[config.mk]
export PLATFORM = sky130hd
export DESIGN_NAME = exec_pipe
export DESIGN_NICKNAME = d
export VERILOG_FILES = /design/src/hw/core_pkg.sv /design/src/hw/pipe_reg.sv /design/src/hw/forward_unit.sv /design/src/hw/alu.sv /design/src/hw/ex_stage.sv /design/src/hw/mem_stage.sv /design/src/hw/regfile.sv /design/src/hw/exec_pipe.sv
export VERILOG_INCLUDE_DIRS = /design/src /design/src/hw
export SDC_FILE = /design/constraint.sdc
export NUM_CORES = 2
export LEC_CHECK = 0
export BUFFER_PORTS_ARGS = -buffer_cell sky130_fd_sc_hd__buf_4
export CAP_MARGIN = 40
export CORE_ASPECT_RATIO = 0.75
export CORE_MARGIN = 2
export CORE_UTILIZATION = 41
export DETAILED_ROUTE_END_ITERATION = 7
export PLACE_DENSITY = 0.64
export SYNTH_ARGS = -nofsm -noshare
export SYNTH_HDL_FRONTEND = slang
export SYNTH_SLANG_ARGS = --single-unit
export TNS_END_PERCENT = 100
[constraint.sdc]
create_clock -name clk -period 12.15 [get_ports clk]
set_input_delay 0 -clock clk [delete_from_list [all_inputs] [get_ports clk]]
set_output_delay 0 -clock clk [all_outputs]
set_load 0.02 [all_outputs]
[src/hw/core_cfg.svh]
// core sizing constants
`ifndef CORE_CFG_SVH
`define CORE_CFG_SVH

// data and address width
`define CORE_XLEN 32
// architectural integer registers
`define CORE_NREGS 32
// data RAM depth in words
`define CORE_DMEM_WORDS 64

`endif

[src/hw/core_pkg.sv]
// execute pipeline types
`default_nettype none
`include "core_cfg.svh"

package core_pkg;

  typedef logic [`CORE_XLEN-1:0] xlen_t;
  typedef logic [4:0] reg_idx_t;

  typedef enum logic [3:0] {
    alu_add  = 4'd0,
    alu_sub  = 4'd1,
    alu_and  = 4'd2,
    alu_or   = 4'd3,
    alu_xor  = 4'd4,
    alu_sll  = 4'd5,
    alu_srl  = 4'd6,
    alu_sra  = 4'd7,
    alu_slt  = 4'd8,
    alu_sltu = 4'd9
  } alu_op_e;

  typedef enum logic [2:0] {
    br_none = 3'd0,
    br_beq  = 3'd1,
    br_bne  = 3'd2,
    br_blt  = 3'd3,
    br_bge  = 3'd4,
    br_jal  = 3'd5,
    br_jalr = 3'd6
  } br_op_e;

  typedef enum logic [1:0] {
    mem_none  = 2'd0,
    mem_load  = 2'd1,
    mem_store = 2'd2
  } mem_op_e;

  // decoded op as issued by the front end
  typedef struct packed {
    xlen_t    pc;
    reg_idx_t rs1;
    reg_idx_t rs2;
    reg_idx_t rd;
    logic     use_rs1;
    logic     use_rs2;
    xlen_t    imm;
    logic     use_imm;
    alu_op_e  alu_op;
    br_op_e   br_op;
    mem_op_e  mem_op;
    logic     wr_ena;
  } ex_uop_t;

  typedef struct packed {
    xlen_t    result;
    xlen_t    store_data;
    reg_idx_t rd;
    mem_op_e  mem_op;
    logic     wr_ena;
  } mem_uop_t;

  typedef struct packed {
    xlen_t    value;
    reg_idx_t rd;
    logic     wr_ena;
    logic     is_load;
  } wb_uop_t;

endpackage

`default_nettype wire

[src/hw/pipe_reg.sv]
// valid/allowin stage register
`timescale 1ns/1ps
`default_nettype none

module pipe_reg #(
  parameter type payload_t = logic
) (
  input  logic     clk,
  input  logic     rst,
  input  logic     in_valid,
  input  payload_t in_data,
  input  logic     next_allowin,
  input  logic     ready_go,
  output logic     allowin,
  output logic     out_valid,
  output payload_t out_data
);

  logic     valid_q;
  payload_t data_q;

  // accept when empty or when the held op moves on this cycle
  assign allowin   = !valid_q || (ready_go && next_allowin);
  assign out_valid = valid_q && ready_go;
  assign out_data  = data_q;

  always_ff @(posedge clk) begin
    if (rst) begin
      valid_q <= 1'b0;
    end else if (allowin) begin
      valid_q <= in_valid;
    end
    if (in_valid && allowin) begin
      data_q <= in_data;
    end
  end

endmodule

`default_nettype wire

[src/hw/forward_unit.sv]
// operand bypass and load-use detection
`timescale 1ns/1ps
`default_nettype none

module forward_unit (
  input  core_pkg::reg_idx_t rs1,
  input  core_pkg::reg_idx_t rs2,
  input  logic               use_rs1,
  input  logic               use_rs2,
  input  core_pkg::xlen_t    rf_rs1_data,
  input  core_pkg::xlen_t    rf_rs2_data,
  input  logic               mem_valid,
  input  core_pkg::reg_idx_t mem_rd,
  input  logic               mem_wr_ena,
  input  logic               mem_is_load,
  input  core_pkg::xlen_t    mem_value,
  input  logic               wb_valid,
  input  core_pkg::reg_idx_t wb_rd,
  input  logic               wb_wr_ena,
  input  core_pkg::xlen_t    wb_value,
  output core_pkg::xlen_t    rs1_value,
  output core_pkg::xlen_t    rs2_value,
  output logic               hazard
);

  import core_pkg::*;

  logic mem_hit1;
  logic mem_hit2;
  logic wb_hit1;
  logic wb_hit2;

  // x0 never forwards
  assign mem_hit1 = mem_valid && mem_wr_ena && (mem_rd != '0) && (mem_rd == rs1);
  assign mem_hit2 = mem_valid && mem_wr_ena && (mem_rd != '0) && (mem_rd == rs2);
  assign wb_hit1  = wb_valid && wb_wr_ena && (wb_rd != '0) && (wb_rd == rs1);
  assign wb_hit2  = wb_valid && wb_wr_ena && (wb_rd != '0) && (wb_rd == rs2);

  // newer op in memory wins over writeback
  assign rs1_value = mem_hit1 ? mem_value : (wb_hit1 ? wb_value : rf_rs1_data);
  assign rs2_value = mem_hit2 ? mem_value : (wb_hit2 ? wb_value : rf_rs2_data);

  // load data only exists once the op reaches writeback
  assign hazard = mem_is_load && ((use_rs1 && mem_hit1) || (use_rs2 && mem_hit2));

endmodule

`default_nettype wire

[src/hw/alu.sv]
// integer ALU and branch compare
`timescale 1ns/1ps
`default_nettype none

module alu (
  input  core_pkg::xlen_t   op1,
  input  core_pkg::xlen_t   op2,
  input  core_pkg::alu_op_e alu_op,
  input  core_pkg::br_op_e  br_op,
  output core_pkg::xlen_t   result,
  output logic              br_cond
);

  import core_pkg::*;

  logic [4:0] shamt;
  logic       eq;
  logic       lt;

  assign shamt = op2[4:0];
  assign eq    = (op1 == op2);
  assign lt    = ($signed(op1) < $signed(op2));

  always_comb begin
    case (alu_op)
      alu_sub:  result = op1 - op2;
      alu_and:  result = op1 & op2;
      alu_or:   result = op1 | op2;
      alu_xor:  result = op1 ^ op2;
      alu_sll:  result = op1 << shamt;
      alu_srl:  result = op1 >> shamt;
      alu_sra:  result = xlen_t'($signed(op1) >>> shamt);
      alu_slt:  result = xlen_t'(lt);
      alu_sltu: result = xlen_t'(op1 < op2);
      default:  result = op1 + op2;
    endcase
  end

  // jumps are always taken
  always_comb begin
    case (br_op)
      br_beq:           br_cond = eq;
      br_bne:           br_cond = !eq;
      br_blt:           br_cond = lt;
      br_bge:           br_cond = !lt;
      br_jal, br_jalr:  br_cond = 1'b1;
      default:          br_cond = 1'b0;
    endcase
  end

endmodule

`default_nettype wire

[src/hw/ex_stage.sv]
// execute stage
`timescale 1ns/1ps
`default_nettype none
`include "core_cfg.svh"

module ex_stage (
  input  logic                clk,
  input  logic                rst,
  input  logic                in_valid,
  input  core_pkg::ex_uop_t   in_uop,
  output logic                in_allowin,
  output core_pkg::reg_idx_t  rf_rs1_addr,
  output core_pkg::reg_idx_t  rf_rs2_addr,
  input  core_pkg::xlen_t     rf_rs1_data,
  input  core_pkg::xlen_t     rf_rs2_data,
  input  logic                mem_valid,
  input  core_pkg::reg_idx_t  mem_rd,
  input  logic                mem_wr_ena,
  input  logic                mem_is_load,
  input  core_pkg::xlen_t     mem_value,
  input  logic                wb_valid,
  input  core_pkg::reg_idx_t  wb_rd,
  input  logic                wb_wr_ena,
  input  core_pkg::xlen_t     wb_value,
  output logic                ex_valid,
  output core_pkg::mem_uop_t  ex_uop,
  output logic                redirect_valid,
  output core_pkg::xlen_t     redirect_pc
);

  import core_pkg::*;

  ex_uop_t uop;
  logic    hazard;
  xlen_t   rs1_value;
  xlen_t   rs2_value;
  xlen_t   op2;
  xlen_t   alu_result;
  logic    br_cond;
  logic    is_jump;
  xlen_t   jalr_sum;

  // issue register, holds its op for one cycle on load-use
  pipe_reg #(.payload_t(ex_uop_t)) u_issue (
    .clk          (clk),
    .rst          (rst),
    .in_valid     (in_valid),
    .in_data      (in_uop),
    .next_allowin (1'b1),
    .ready_go     (!hazard),
    .allowin      (in_allowin),
    .out_valid    (ex_valid),
    .out_data     (uop)
  );

  assign rf_rs1_addr = uop.rs1;
  assign rf_rs2_addr = uop.rs2;

  forward_unit u_fwd (
    .rs1         (uop.rs1),
    .rs2         (uop.rs2),
    .use_rs1     (uop.use_rs1),
    .use_rs2     (uop.use_rs2),
    .rf_rs1_data (rf_rs1_data),
    .rf_rs2_data (rf_rs2_data),
    .mem_valid   (mem_valid),
    .mem_rd      (mem_rd),
    .mem_wr_ena  (mem_wr_ena),
    .mem_is_load (mem_is_load),
    .mem_value   (mem_value),
    .wb_valid    (wb_valid),
    .wb_rd       (wb_rd),
    .wb_wr_ena   (wb_wr_ena),
    .wb_value    (wb_value),
    .rs1_value   (rs1_value),
    .rs2_value   (rs2_value),
    .hazard      (hazard)
  );

  assign op2 = uop.use_imm ? uop.imm : rs2_value;

  alu u_alu (
    .op1     (rs1_value),
    .op2     (op2),
    .alu_op  (uop.alu_op),
    .br_op   (uop.br_op),
    .result  (alu_result),
    .br_cond (br_cond)
  );

  assign is_jump  = (uop.br_op == br_jal) || (uop.br_op == br_jalr);
  assign jalr_sum = rs1_value + uop.imm;

  // only reported on the cycle the op actually leaves
  assign redirect_valid = ex_valid && br_cond;
  assign redirect_pc    = (uop.br_op == br_jalr) ? {jalr_sum[`CORE_XLEN-1:1], 1'b0}
                                                 : uop.pc + uop.imm;

  // link address replaces the ALU result for jumps
  assign ex_uop.result     = is_jump ? uop.pc + xlen_t'(4) : alu_result;
  assign ex_uop.store_data = rs2_value;
  assign ex_uop.rd         = uop.rd;
  assign ex_uop.mem_op     = uop.mem_op;
  assign ex_uop.wr_ena     = uop.wr_ena;

endmodule

`default_nettype wire

[src/hw/mem_stage.sv]
// memory stage with word data RAM
`timescale 1ns/1ps
`default_nettype none
`include "core_cfg.svh"

module mem_stage (
  input  logic               clk,
  input  logic               rst,
  input  logic               valid,
  input  core_pkg::mem_uop_t uop,
  output core_pkg::xlen_t    fwd_value,
  output core_pkg::wb_uop_t  wb_uop,
  output core_pkg::xlen_t    load_data
);

  import core_pkg::*;

  localparam int AW = $clog2(`CORE_DMEM_WORDS);

  xlen_t         ram [`CORE_DMEM_WORDS];
  logic [AW-1:0] word_addr;
  logic          do_load;
  logic          do_store;
  xlen_t         rd_data_q;

  // byte offset dropped, upper bits wrap
  assign word_addr = uop.result[AW+1:2];
  assign do_load   = valid && (uop.mem_op == mem_load);
  assign do_store  = valid && (uop.mem_op == mem_store);

  always_ff @(posedge clk) begin
    if (do_store) begin
      ram[word_addr] <= uop.store_data;
    end
  end

  // read data lines up with the writeback register
  always_ff @(posedge clk) begin
    if (rst) begin
      rd_data_q <= '0;
    end else if (do_load) begin
      rd_data_q <= ram[word_addr];
    end
  end

  assign load_data = rd_data_q;

  // a load here never forwards, hazard logic holds its consumer
  assign fwd_value = uop.result;

  assign wb_uop.value   = uop.result;
  assign wb_uop.rd      = uop.rd;
  assign wb_uop.wr_ena  = uop.wr_ena;
  assign wb_uop.is_load = (uop.mem_op == mem_load);

endmodule

`default_nettype wire

[src/hw/regfile.sv]
// integer register file
`timescale 1ns/1ps
`default_nettype none
`include "core_cfg.svh"

module regfile (
  input  logic               clk,
  input  logic               rst,
  input  core_pkg::reg_idx_t ra1,
  input  core_pkg::reg_idx_t ra2,
  output core_pkg::xlen_t    rd1,
  output core_pkg::xlen_t    rd2,
  input  logic               we,
  input  core_pkg::reg_idx_t wa,
  input  core_pkg::xlen_t    wd
);

  import core_pkg::*;

  xlen_t regs [`CORE_NREGS];

  always_ff @(posedge clk) begin
    if (rst) begin
      for (int i = 0; i < `CORE_NREGS; i++) begin
        regs[i] <= '0;
      end
    end else if (we && (wa != '0)) begin
      regs[wa] <= wd;
    end
  end

  // x0 hardwired
  assign rd1 = (ra1 == '0) ? '0 : regs[ra1];
  assign rd2 = (ra2 == '0) ? '0 : regs[ra2];

endmodule

`default_nettype wire

[src/hw/exec_pipe.sv]
// execute pipeline top
`timescale 1ns/1ps
`default_nettype none

module exec_pipe (
  input  logic               clk,
  input  logic               rst,
  input  logic               in_valid,
  input  core_pkg::ex_uop_t  in_uop,
  output logic               in_allowin,
  output logic               retire_valid,
  output core_pkg::reg_idx_t retire_rd,
  output core_pkg::xlen_t    retire_data,
  output logic               redirect_valid,
  output core_pkg::xlen_t    redirect_pc
);

  import core_pkg::*;

  reg_idx_t rf_rs1_addr;
  reg_idx_t rf_rs2_addr;
  xlen_t    rf_rs1_data;
  xlen_t    rf_rs2_data;
  logic     ex_valid;
  mem_uop_t ex_uop;
  logic     mem_valid;
  mem_uop_t mem_uop;
  xlen_t    mem_fwd_value;
  wb_uop_t  mem_to_wb;
  xlen_t    load_data;
  logic     wb_valid;
  wb_uop_t  wb_uop;
  xlen_t    wb_value;

  ex_stage u_ex (
    .clk            (clk),
    .rst            (rst),
    .in_valid       (in_valid),
    .in_uop         (in_uop),
    .in_allowin     (in_allowin),
    .rf_rs1_addr    (rf_rs1_addr),
    .rf_rs2_addr    (rf_rs2_addr),
    .rf_rs1_data    (rf_rs1_data),
    .rf_rs2_data    (rf_rs2_data),
    .mem_valid      (mem_valid),
    .mem_rd         (mem_uop.rd),
    .mem_wr_ena     (mem_uop.wr_ena),
    .mem_is_load    (mem_uop.mem_op == mem_load),
    .mem_value      (mem_fwd_value),
    .wb_valid       (wb_valid),
    .wb_rd          (wb_uop.rd),
    .wb_wr_ena      (wb_uop.wr_ena),
    .wb_value       (wb_value),
    .ex_valid       (ex_valid),
    .ex_uop         (ex_uop),
    .redirect_valid (redirect_valid),
    .redirect_pc    (redirect_pc)
  );

  // memory and writeback never stall
  pipe_reg #(.payload_t(mem_uop_t)) u_ex_mem (
    .clk          (clk),
    .rst          (rst),
    .in_valid     (ex_valid),
    .in_data      (ex_uop),
    .next_allowin (1'b1),
    .ready_go     (1'b1),
    .allowin      (),
    .out_valid    (mem_valid),
    .out_data     (mem_uop)
  );

  mem_stage u_mem (
    .clk       (clk),
    .rst       (rst),
    .valid     (mem_valid),
    .uop       (mem_uop),
    .fwd_value (mem_fwd_value),
    .wb_uop    (mem_to_wb),
    .load_data (load_data)
  );

  pipe_reg #(.payload_t(wb_uop_t)) u_mem_wb (
    .clk          (clk),
    .rst          (rst),
    .in_valid     (mem_valid),
    .in_data      (mem_to_wb),
    .next_allowin (1'b1),
    .ready_go     (1'b1),
    .allowin      (),
    .out_valid    (wb_valid),
    .out_data     (wb_uop)
  );

  // RAM read data arrives together with the load
  assign wb_value = wb_uop.is_load ? load_data : wb_uop.value;

  regfile u_rf (
    .clk (clk),
    .rst (rst),
    .ra1 (rf_rs1_addr),
    .ra2 (rf_rs2_addr),
    .rd1 (rf_rs1_data),
    .rd2 (rf_rs2_data),
    .we  (wb_valid && wb_uop.wr_ena),
    .wa  (wb_uop.rd),
    .wd  (wb_value)
  );

  assign retire_valid = wb_valid && wb_uop.wr_ena;
  assign retire_rd    = wb_uop.rd;
  assign retire_data  = wb_value;

endmodule

`default_nettype wire

==> results.yml <==
outcome:
  status: "complete, no violations"
synth:
  synth.most_common_cell: "edfxtp_1"
  synth_warnings: 0
  syn_avg_cell_area_um2: 15.0
  yosys.cell_types.count: 83
  synth_largest_area_cell: "edfxtp_1"
  ys.flop_type: "edfxtp_1"
  syn_area_um2: 148000
  synth-seq-area-share_pct: 67.1
  synthTopCellsByArea: "edfxtp_1 66%, mux4_2 8.8%, nor2_1 3.4%"
  synth_top_area_share_pct: 66.5
  ys_ff_latch: 3320
  synth_edf_count: 3275
  synthTopCellsByCount: "3,275 x edfxtp_1, 1,345 x nor2_1, 658 x a22oi_1, 583 x clkbuf_1, 579 x mux4_2"
  synth_cells: 9840
  synthArstFlopShare_pct: 0
sta:
  period_minus_slack_ns: 9.14
  worst_slew_pin_slew_ns: 1.11
  setup_violations: 0
  relSlewSlack_pct: 25.6
  fin_skew_ns: 0.116
  period_share_pct: 75.2
  fin_setup_tns_ns: 0
  hold_slack_ns: 0.0545
  report.final.hold_viol_count: 0
  slew_viol_final: 0
  timing.fmax_ghz: 0.109
  rsz0062_at_grt: "no"
setup_path:
  critPathCaptureType: "output pin"
  r2r_cells: 19
  arrival_ns: 9.14
  path_max_fanout: 32
  crit_required_ns: 12.15
  path_class: "flop to output pin"
  worstSetupStartpointType: "flop"
clock_tree:
  clkTransAtPathRegs_ns: 0.06
  cts_tree: "built"
  clkSinkCount: 3320
  cts-buffers-inserted: 321
  clockRootBuffer: "clkbuf_16"
  cts_resized: 0
  cts-htree-levels: 5
  cts_buffer_depth: 4
  clock_latency_ns: 0.98
global_routing:
  grt_pass1_vias: 94503
  grt.overflow.total: 0
  grt_max_degree: 119
  grt_pass1_wl_mm: 770
  antenna_found_initial: 55
  grt.total_usage_pct: 29.9
pwr:
  leakagePower_nw: 56.2
  p_per_area_nw_per_um2: 165
  irDropWorstVdd_uv: 137
detailed_routing:
  num_vias: 101168
  drc: 0
  avgRoutedWirePerCell_um: 36.9
  dr.pass1.iters: 7
  ant_nets: 0
  drtIter0Drc: 17933
  routed_wl_mm: 564
  viasPerCell: 6.61
placement:
  gp_congestion: 1.01
  dp_cells: 14508
  dp_hpwl_mm: 351
  port_buffers: 166
floorplanning:
  rows: 190
  core_area_um2: 358000
  die_w_um: 698
  die-area_um2: 366000
  start_util_pct: 41.3
  io_pins: 167
  die_h_um: 524
layout:
  instances_no_fill: 15304
  layout-drive-gt1-share_pct: 18.8
  area_delta_synth_final_pct: 14.9
  nets: 10488
  nFillCells: 30263
hold_path:
  min_path_type: "input pin to flop"
  hold_path_depth: 2
job:
  drv_cap: 0
-- registers in the layout, summed over array words and instances, names as in the netlist, named ones only --
register               flops
u_rf.regs               1024
u_ex.u_issue.valid_q       1
u_ex_mem.valid_q           1
u_mem.load_data           32
u_ex_mem.out_data         72
u_ex.u_issue.out_data     92
u_mem_wb.valid_q           1
u_mem.ram               2048
u_mem_wb.out_data         39
-- power breakdown --
group / total [mW] / internal [mW] / switching, mW
Combinational: 4.66 / 1.52 / 3.14
Sequential: 13.1 / 12.8 / 0.214
Clock: 10.3 / 5.76 / 4.52
-- metal layers --
metal  global-route usage, %  vias to the layer above  routed length [µm]
met1                    42.1                    51707              217000
li1                        -                    40047                   -
met4                    11.7                       32               25800
met5                    1.05                        -                 897
met3                    11.7                     1137               89900
met2                    41.5                     8245              231000
-- worst max-delay path: stages (launching register included) --
cell and delay [ns]:
edfxtp_1 0.70, nor3_2 0.87, a211oi_1 0.40, a211oi_4 0.29, buf_4 0.60, o211ai_1 0.33
a31oi_1 0.24, buf_4 0.27, inv_1 0.23, ha_1 0.27, inv_1 0.08, fa_1 0.23
a21o_1 0.14, a21o_1 0.20, a211oi_1 0.16, o21ai_0 0.32, o21ai_0 0.18, buf_4 0.20
o41ai_1 0.51, o221ai_1 0.35, o21ai_0 0.40, a21oi_1 0.25, a21oi_1 0.41, o211ai_1 0.14
o311a_1 0.20, buf_4 0.19
-- cell type report --
type,instances,area (µm²),area share [%]
Clock buffer,383,8360,4.92
Antenna cell,16,40.0,0.0236
Multi-Input combinational cell,5582,46200,27.2
Sequential cell,3320,99300,58.4
Clock inverter,198,2140,1.26
Timing Repair Buffer,827,7240,4.26
Inverter,178,671,0.395
Tap cell,4800,6010,3.53
-- kinds of logic (layout without fill, tap and decap cells) --
group                    Yosys count  in the layout  synth area share (%)
XOR/XNOR                         124            124                 0.734
AO/OA/AOI/OAI                   2155           2155                  10.6
AND/OR/NAND/NOR                 2164           2164                  6.24
buffers and inverters            969           1586                  2.57
flip-flops                      3320           3320                  67.1
adder cells (fa/ha/maj)          163            163                  1.40
other                              1             48               0.00253
multiplexers                     944            944                  11.3
-- final timing paths --
check                                 startpoint                             endpoint  slack (ns)
min reg2reg  u_ex.u_issue.out_data[49]$_DFFE_PP_       u_ex_mem.out_data[7]$_DFFE_PP_        0.43
max               u_mem_wb.out_data[5]$_DFFE_PP_                       redirect_valid        3.01
min                                   in_uop[59]  u_ex.u_issue.out_data[59]$_DFFE_PP_        0.05
max reg2reg       u_mem_wb.out_data[5]$_DFFE_PP_      u_ex_mem.out_data[71]$_DFFE_PP_        3.79
-- placed cells by master, fill, tap and decap left out, drive strengths merged, types with 23 or more instances in the layout --
| cell | n |
|---|---|
| dfxtp | 45 |
| and3 | 25 |
| clkbuf | 388 |
| nand2 | 340 |
| edfxtp | 3275 |
| o22ai | 34 |
| o21a | 33 |
| bufinv | 38 |
| a22o | 187 |
| a2bb2oi | 35 |
| o221ai | 57 |
| xor2 | 57 |
| a211oi | 34 |
| nand3 | 62 |
| a21oi | 211 |
| xnor2 | 67 |
| mux2 | 56 |
| ha | 159 |
| nand4 | 135 |
| mux4 | 579 |
| nor2 | 1346 |
| a221oi | 212 |
| o211ai | 85 |
| mux2i | 309 |
| o21bai | 23 |
| clkinv | 129 |
| conb | 32 |
| inv | 198 |
| nor3 | 68 |
| nor2b | 27 |
| a31oi | 187 |
| nand2b | 65 |
| o21ai | 193 |
| buf | 640 |
| a22oi | 658 |
| a21o | 58 |
| dlygate4sd3 | 180 |
-- what timing repair did --
item	in CTS	in global routing
buffers inserted	0	0
hold buffers	180	0
endpoints found under the setup margin	0	0
endpoints found under the hold margin	137	0
-- per-stage QoR --
step | setup slack, ns | utilization, % | instance area [µm²] | total power, mW
CTS | 3.29 | 47.4 | 170000 | 27.8
global route | 2.77 | 47.4 | 170000 | 28.6
finish | 3.01 | 47.4 | 170000 | 28.0
floorplan | 5.63 | - | 148000 | 15.7
global placement | 3.76 | 43.7 | 157000 | 17.6
detailed placement | 4.08 | 44.0 | 157000 | 17.7
Note: power is estimated with default switching activity, not from simulation.
